==> config.mk <==
export PLATFORM = sky130hd
export DESIGN_NAME = reg_renamer
export DESIGN_NICKNAME = d
export VERILOG_FILES = /design/src/design/rename_pkg.sv /design/src/design/reg_renamer.sv /design/src/design/free_tag_fifo.sv /design/src/design/free_slot_scan.sv
export SDC_FILE = /design/constraint.sdc
export NUM_CORES = 1
export LEC_CHECK = 0
export BUFFER_PORTS_ARGS = -buffer_cell sky130_fd_sc_hd__buf_4
export CAP_MARGIN = 40
export CORE_ASPECT_RATIO = 2
export CORE_MARGIN = 2
export CORE_UTILIZATION = 45
export CTS_BUF_LIST = sky130_fd_sc_hd__clkbuf_4 sky130_fd_sc_hd__clkbuf_8
export CTS_CLUSTER_DIAMETER = 60
export DETAILED_ROUTE_END_ITERATION = 7
export SLEW_MARGIN = 20
export SYNTH_ARGS = -nofsm -noshare
export SYNTH_HDL_FRONTEND = slang
export SYNTH_SLANG_ARGS = --single-unit
==> constraint.sdc <==
create_clock -name clk -period 3.77 [get_ports clk]
set_input_delay 0.754 -clock clk [delete_from_list [all_inputs] [get_ports clk]]
set_output_delay 0.754 -clock clk [all_outputs]
set_load 0.02 [all_outputs]
==> src/design/rename_pkg.sv <==
// Rename stage package
// Sizes of the physical register file and its free-list banks, and the
// physical tag that is read either as a flat register number or as a
// bank and slot pair
`default_nettype none

package rename_pkg;

	// ====================
	// Sizes
	// ====================

	localparam int PREGS     = 64;
	localparam int NBANKS    = 4;
	localparam int BANK_SIZE = PREGS / NBANKS;
	localparam int TAG_W     = 6;
	localparam int BANK_W    = 2;
	localparam int SLOT_W    = 4;

	// Bank field sits above the slot field, so the upper bits pick the bank
	typedef struct packed {
		logic [BANK_W-1:0] bank;
		logic [SLOT_W-1:0] slot;
	} preg_fields_t;

	// Same six bits, decoded as a register number or as bank and slot
	typedef union packed {
		logic [TAG_W-1:0] flat;
		preg_fields_t     f;
	} preg_tag_u;

	// Bank number that belongs to a free-list position in the renamer
	function automatic logic [BANK_W-1:0] bank_of(input int unsigned pos);
		return BANK_W'(pos);
	endfunction

endpackage

`default_nettype wire
==> src/design/reg_renamer.sv <==
// Physical register renamer
// Four free-list banks hand out up to four destination tags per cycle.
// Frees come from commit, one per bank, or from a flush bitmap that is
// drained one tag per bank per cycle. The available bitmap goes to the ROB
`timescale 1ns/1ps
`default_nettype none

module reg_renamer (
	input  logic                                               clk,
	input  logic                                               rst,
	input  logic                                               en,
	input  logic                  [rename_pkg::NBANKS-1:0]     allocs,
	input  logic                  [rename_pkg::NBANKS-1:0]     freevals,
	input  rename_pkg::preg_tag_u [rename_pkg::NBANKS-1:0]     tags2free,
	input  logic                  [rename_pkg::PREGS-1:0]      list2free,
	output rename_pkg::preg_tag_u [rename_pkg::NBANKS-1:0]     wos,
	output logic                  [rename_pkg::PREGS-1:0]      avail,
	output logic                                               stall
);

	import rename_pkg::*;

	// Registers queued for release by a flush and not yet drained
	logic      [PREGS-1:0]  pending;
	// Pending bits that the bank scans use up this cycle
	logic      [PREGS-1:0]  take_mask;
	preg_tag_u [NBANKS-1:0] scan_tags;
	preg_tag_u [NBANKS-1:0] push_tags;
	logic      [NBANKS-1:0] scan_take;
	logic      [NBANKS-1:0] push;
	logic      [NBANKS-1:0] pop;
	logic      [NBANKS-1:0] bank_stall;

	// ====================
	// Bank free lists
	// ====================

	for (genvar b = 0; b < NBANKS; b++) begin : g_bank
		// Each bank sees only its own 16-bit slice of the pending bitmap
		free_tag_fifo #(
			.BANK_POS (b)
		) fifo_inst (
			.clk       (clk),
			.rst       (rst),
			.en        (en),
			.alloc     (allocs[b]),
			.freeval   (freevals[b]),
			.tag2free  (tags2free[b]),
			.pending   (pending[b*BANK_SIZE +: BANK_SIZE]),
			.wo        (wos[b]),
			.scan_tag  (scan_tags[b]),
			.scan_take (scan_take[b]),
			.push_tag  (push_tags[b]),
			.push      (push[b]),
			.pop       (pop[b]),
			.stall     (bank_stall[b])
		);

		// Only an allocated register can come back to the free list
		assert property (@(posedge clk) disable iff (rst)
			push[b] |-> !avail[push_tags[b].flat]);
	end

	// Any bank that cannot serve its request holds up the whole group
	assign stall = |bank_stall;

	// ====================
	// Available bitmap
	// ====================

	// Banks own disjoint slices of the bitmap, so their updates never overlap.
	// A bank never pops and pushes in the same cycle
	always_ff @(posedge clk) begin
		if (rst) begin
			avail <= '1;
		end else if (en) begin
			for (int b = 0; b < NBANKS; b++) begin
				if (pop[b]) begin
					avail[wos[b].flat] <= 1'b0;
				end
				if (push[b]) begin
					avail[push_tags[b].flat] <= 1'b1;
				end
			end
		end
	end

	// ====================
	// Pending-free bitmap
	// ====================

	always_comb begin
		take_mask = '0;
		for (int b = 0; b < NBANKS; b++) begin
			if (scan_take[b]) begin
				take_mask[scan_tags[b].flat] = 1'b1;
			end
		end
	end

	// New flush bits join the queue and reach the scanners on the next cycle
	always_ff @(posedge clk) begin
		if (rst) begin
			pending <= '0;
		end else if (en) begin
			pending <= (pending | list2free) & ~take_mask;
		end
	end

	// A flush may only release registers that are currently allocated
	assert property (@(posedge clk) disable iff (rst)
		en |-> (list2free & avail) == '0);

endmodule

`default_nettype wire

==> src/design/free_tag_fifo.sv <==
// Free list of one register bank
// A circular FIFO of 16 tags that serves one allocation per cycle, takes
// back one commit free or one flush-drain free per cycle, and bypasses a
// freed tag straight to the allocation when both happen together
`timescale 1ns/1ps
`default_nettype none

module free_tag_fifo #(
	parameter int unsigned BANK_POS = 0
) (
	input  logic                             clk,
	input  logic                             rst,
	input  logic                             en,
	input  logic                             alloc,
	input  logic                             freeval,
	input  rename_pkg::preg_tag_u            tag2free,
	input  logic [rename_pkg::BANK_SIZE-1:0] pending,
	output rename_pkg::preg_tag_u            wo,
	output rename_pkg::preg_tag_u            scan_tag,
	output logic                             scan_take,
	output rename_pkg::preg_tag_u            push_tag,
	output logic                             push,
	output logic                             pop,
	output logic                             stall
);

	import rename_pkg::*;

	localparam logic [BANK_W-1:0] BANK_ID = bank_of(BANK_POS);

	preg_tag_u         mem [BANK_SIZE];
	logic [SLOT_W-1:0] head;
	logic [SLOT_W-1:0] tail;
	// One bit wider than a pointer so that a full list is told apart from an empty one
	logic [SLOT_W:0]   count;
	logic              empty;
	logic              scan_valid;
	logic [SLOT_W-1:0] scan_slot;

	free_slot_scan scan_inst (
		.pending (pending),
		.valid   (scan_valid),
		.slot    (scan_slot)
	);

	// ====================
	// Action select
	// ====================

	always_comb begin
		scan_tag.f.bank = BANK_ID;
		scan_tag.f.slot = scan_slot;
	end

	assign empty = (count == '0);

	// A commit free outranks the flush drain, and either one outranks the
	// FIFO head when an allocation is made
	assign wo = freeval ? tag2free : (scan_valid ? scan_tag : mem[head]);

	// Nothing can serve the allocation this cycle
	assign stall = alloc & ~freeval & ~scan_valid & empty;

	assign pop       = en & alloc & ~freeval & ~scan_valid & ~empty;
	assign push      = en & ~alloc & (freeval | scan_valid);
	assign push_tag  = freeval ? tag2free : scan_tag;
	// Scan tag is used up by a bypass or a push, but only if no commit free came in
	assign scan_take = en & ~freeval & scan_valid;

	// ====================
	// Pointers and storage
	// ====================

	always_ff @(posedge clk) begin
		if (rst) begin
			head  <= '0;
			tail  <= '0;
			count <= (SLOT_W + 1)'(BANK_SIZE);
		end else begin
			if (pop) begin
				head  <= head + 1'b1;
				count <= count - 1'b1;
			end
			if (push) begin
				tail  <= tail + 1'b1;
				count <= count + 1'b1;
			end
		end
	end

	// After reset every slot of the bank is free, in ascending order
	always_ff @(posedge clk) begin
		if (rst) begin
			for (int i = 0; i < BANK_SIZE; i++) begin
				mem[i].f.bank <= BANK_ID;
				mem[i].f.slot <= SLOT_W'(i);
			end
		end else if (push) begin
			mem[tail] <= push_tag;
		end
	end

	// A push into a full list means a tag was freed twice somewhere upstream
	assert property (@(posedge clk) disable iff (rst)
		push |-> count != (SLOT_W + 1)'(BANK_SIZE));

	// Commit frees must be routed to the bank that owns the tag
	assert property (@(posedge clk) disable iff (rst)
		en && freeval |-> tag2free.f.bank == BANK_ID);

endmodule

`default_nettype wire

==> src/design/free_slot_scan.sv <==
// Flush drain scanner
// Priority encoder over one bank's slice of the pending-free bitmap.
// It returns the lowest slot waiting to be freed
`timescale 1ns/1ps
`default_nettype none

module free_slot_scan (
	input  logic [rename_pkg::BANK_SIZE-1:0] pending,
	output logic                             valid,
	output logic [rename_pkg::SLOT_W-1:0]    slot
);

	import rename_pkg::*;

	// Walk from the top slot down so that the lowest set bit is the last
	// one written and therefore wins
	always_comb begin
		valid = 1'b0;
		slot  = '0;
		for (int i = BANK_SIZE - 1; i >= 0; i--) begin
			if (pending[i]) begin
				valid = 1'b1;
				slot  = SLOT_W'(i);
			end
		end
	end

endmodule

`default_nettype wire

==> impl_metrics.env <==
export IMPL_path_class="reg -> out"
export IMPL_syn_to_final_growth_pct=20.0
export IMPL_maxSlewHeadroom_pct=34.7
export IMPL_cts_root_buf="clkbuf_8"
export IMPL_grt_start_max_net_pins=116
export IMPL_yosysTopAreaCell="edfxtp_1"
export IMPL_place_inst=4242
export IMPL_die_w_um=192
export IMPL_final_area_um2=38000
export IMPL_vdd_ir_drop_max_mv=0.363
export IMPL_hp_class="in -> reg"
export IMPL_cp_depth=7
export IMPL_drtAntennaViolNets=0
export IMPL_fin_skew_ps=55.9
export IMPL_instances_no_fill=4455
export IMPL_path_clk_slew_ps=70
export IMPL_gr_usage_all_layers_pct=39.7
export IMPL_firstDrtPassIters=6
export IMPL_clk_latency_ps=800
export IMPL_ff2ff_path_depth=10
export IMPL_yosysMostFrequentCell="nor2_1"
export IMPL_tightest_slew_ps=974
export IMPL_numPortBuffers=187
export IMPL_hold_start="list2free[49]"
export IMPL_timing_rr_end="avail[20]"
export IMPL_worstPathArrival_ps=3100
export IMPL_cp_start_kind="register"
export IMPL_setup_viol=1
export IMPL_wl_um=144000
export IMPL_grt_pass1_wl_um=204000
export IMPL_drv_slew=0
export IMPL_rsz0062_at_grt="yes"
export IMPL_synth_flop_cell="edfxtp_1"
export IMPL_ios=188
export IMPL_synth_top_area_share_pct=36.4
export IMPL_die_h_um=379
export IMPL_cp_end_kind="output port"
export IMPL_via_per_inst=6.54
export IMPL_required_ps=3020
export IMPL_synth_common_cells="nor2_1 (423), nand2_1 (391), edfxtp_1 (384), dfxtp_1 (196), a21oi_1 (182)"
export IMPL_start_util_pct=45.4
export IMPL_crit_fanout=5
export IMPL_critPathCapture="stall"
export IMPL_r2r_slack_ps=240
export IMPL_cts_htree_levels=3
export IMPL_cts_buffers=86
export IMPL_crit_slowest_cell="nand4_1"
export IMPL_cpMostUsedCell="nand4_1"
export IMPL_gp_congestion=1.05
export IMPL_antenna_found_initial=7
export IMPL_post_dp_cell_area_um2=35400
export IMPL_rows=137
export IMPL_power_density_nw_per_um2=425
export IMPL_vias=29200
export IMPL_fillers=6172
export IMPL_synth_area_leaders="edfxtp_1 (36%), dfxtp_1 (12%), mux4_2 (6.2%), nor2_1 (5.0%), nand2_1 (4.6%)"
export IMPL_nets=3609
export IMPL_coreArea_um2=69800
export IMPL_path_delay_family="simple AND/OR/NAND/NOR gates"
export IMPL_grt_overflow_total=0
export IMPL_drive_above_1_share_pct=25.2
export IMPL_yosysUniqueCellTypes=104
export IMPL_ys_async_sr_fraction_pct=0
export IMPL_maxCapViolCount=0
export IMPL_crit_start="pending[57]"
export IMPL_synth_area_um2=31700
export IMPL_cp_num_buf_inv=2
export IMPL_r2r_start="pending[8]"
export IMPL_min_period_over_period_pct=102
export IMPL_yosysWarnings=0
export IMPL_cts_num_sinks=580
export IMPL_yosys_register_bits=580
export IMPL_synth_avg_cell_area_um2=10.2
export IMPL_hold_buffers=0
export IMPL_dp_hpwl_um=108000
export IMPL_status="complete, but fails checks"
export IMPL_synthCells=3105
export IMPL_synth_edf_count=384
export IMPL_violations="negative setup slack"
export IMPL_min_period_ps=3860
export IMPL_crit_chain="nor4_1 -> buf_4 -> nand4_1 -> nor2_2 -> nand4_1 -> nand4_1 -> buf_6"
export IMPL_clock_path_buffers=3
export IMPL_fmax_mhz=259
export IMPL_power_leakage_nw=12.7
export IMPL_drt_initial_drc_count=2695
export IMPL_setup_ws_ps=-88.9
export IMPL_post_route_drc_count=0
export IMPL_dieArea_um2=72600
export IMPL_hold_violations=0
export IMPL_ys_seq_area_share_pct=48.8
export IMPL_cts_tree="built"
export IMPL_grt_pass1_vias=29600
export IMPL_wl_per_cell_um=32.3
export IMPL_synth_nets=3240
export IMPL_slowest_delay_ps=500
per-layer routing:
layer  vias to the layer above  global-route usage, %  share of wire [%]  wire length [µm]
met3                       699                   10.1                8.2             11800
met5                         -                   1.40              0.067                97
li1                      12600                      -                  -                 -
met1                     14100                   37.3                 30             43500
met2                      1766                   68.0                 50             71300
met4                         8                   39.5                 12             17000
layout by cell type, fill, tap and decap left out, types with 17 or more instances in the layout:
cell type and instances:
o21ai_0 24, clkbuf_4 24, nor2b_1 28, xor2_1 24, a221oi_1 56, o21ai_1 26
and3_1 23, a31oi_1 42, and2_1 20, a41oi_1 30, o211ai_1 20, ha_1 32
nand2_1 389, buf_4 450, nand4_1 36, or2_2 22, a21oi_1 181, mux2i_1 35
nand2b_1 89, dfxtp_1 177, a211oi_1 71, o22ai_1 38, o221ai_1 19, edfxtp_1 384
mux4_2 87, inv_1 46, a221o_1 45, nor4_1 21, nand3_1 86, nor2_1 416
a21o_1 17, clkbuf_8 88, nor3_1 96
flip-flops by register name, indices dropped and copies added, names as in the netlist, named ones only:
name	count
g_bank.fifo_inst.head	16
g_bank.fifo_inst.tail	16
g_bank.fifo_inst.count	20
pending	64
avail	64
g_bank.fifo_inst.mem	384
repair_timing:
| action | in CTS | in global routing |
|---|---|---|
| pin swaps | 14 | 8 |
| gates cloned | 2 | 1 |
| resized for setup | 46 | 35 |
| endpoints found under the setup margin | 21 | 16 |
| buffers inserted | 15 | 29 |
through the flow:
stage / hold slack [ps] / utilization, % / power [mW] / setup TNS (ps) / setup WS, ps
2_1_floorplan: 459 / - / 8.87 / 0 / 329
3_3_place_gp: 480 / 50.7 / 10.3 / 0 / 141
3_5_place_dp: 489 / 50.8 / 10.3 / 0 / 125
4_1_cts: 209 / 53.9 / 16.1 / -140 / -116
5_1_grt: 267 / 54.4 / 16.6 / -118 / -112
6_report: 271 / 54.5 / 16.1 / -88.9 / -88.9
power breakdown:
part / internal (mW) / switching [mW] / leakage [nW]
sequential: 6.97 / 0.237 / 4.93
clock: 3.05 / 2.75 / 0.964
combinational: 1.04 / 2.10 / 6.85
kinds of logic after synthesis:
logic type / share of synthesized area (%)
adders and majority gates: 1.52
and+or+nand+nor: 20.5
xor gates and xnor gates: 1.02
muxes: 7.92
buffers and inverters: 3.30
AOI/OAI and AO/OA: 16.9
DFF: 48.8
worst min path at each step:
stage,end,cells past startpoint
finish,pending[49],3
global route,pending[49],3
CTS,pending[52],3
detailed placement,g_bank[3].fifo_inst.count[4],2
global placement,g_bank[2].fifo_inst.count[4],2
floorplan,register,2
layout make-up:
cell class	instances	area (µm²)	area share (%)
Inverter	61	244	0.642
Antenna cell	7	17.5	0.0461
Clock buffer	111	1380	3.63
Timing Repair Buffer	475	3820	10.1
Clock inverter	48	489	1.29
Multi-Input combinational cell	2270	15400	40.6
Sequential cell	580	15500	40.8
Tap cell	903	1130	2.97
worst reg2reg max path, cell delays in order, from the launching register on:
cell and delay (ps):
dfxtp_1 360, or4_1 570, o21ai_0 330, a22oi_2 150
buf_4 190, nor3_2 740, buf_4 470, a31oi_1 160
a221oi_1 300, o21ai_1 120, a21oi_1 140
Power figures use the tool's default switching activity.
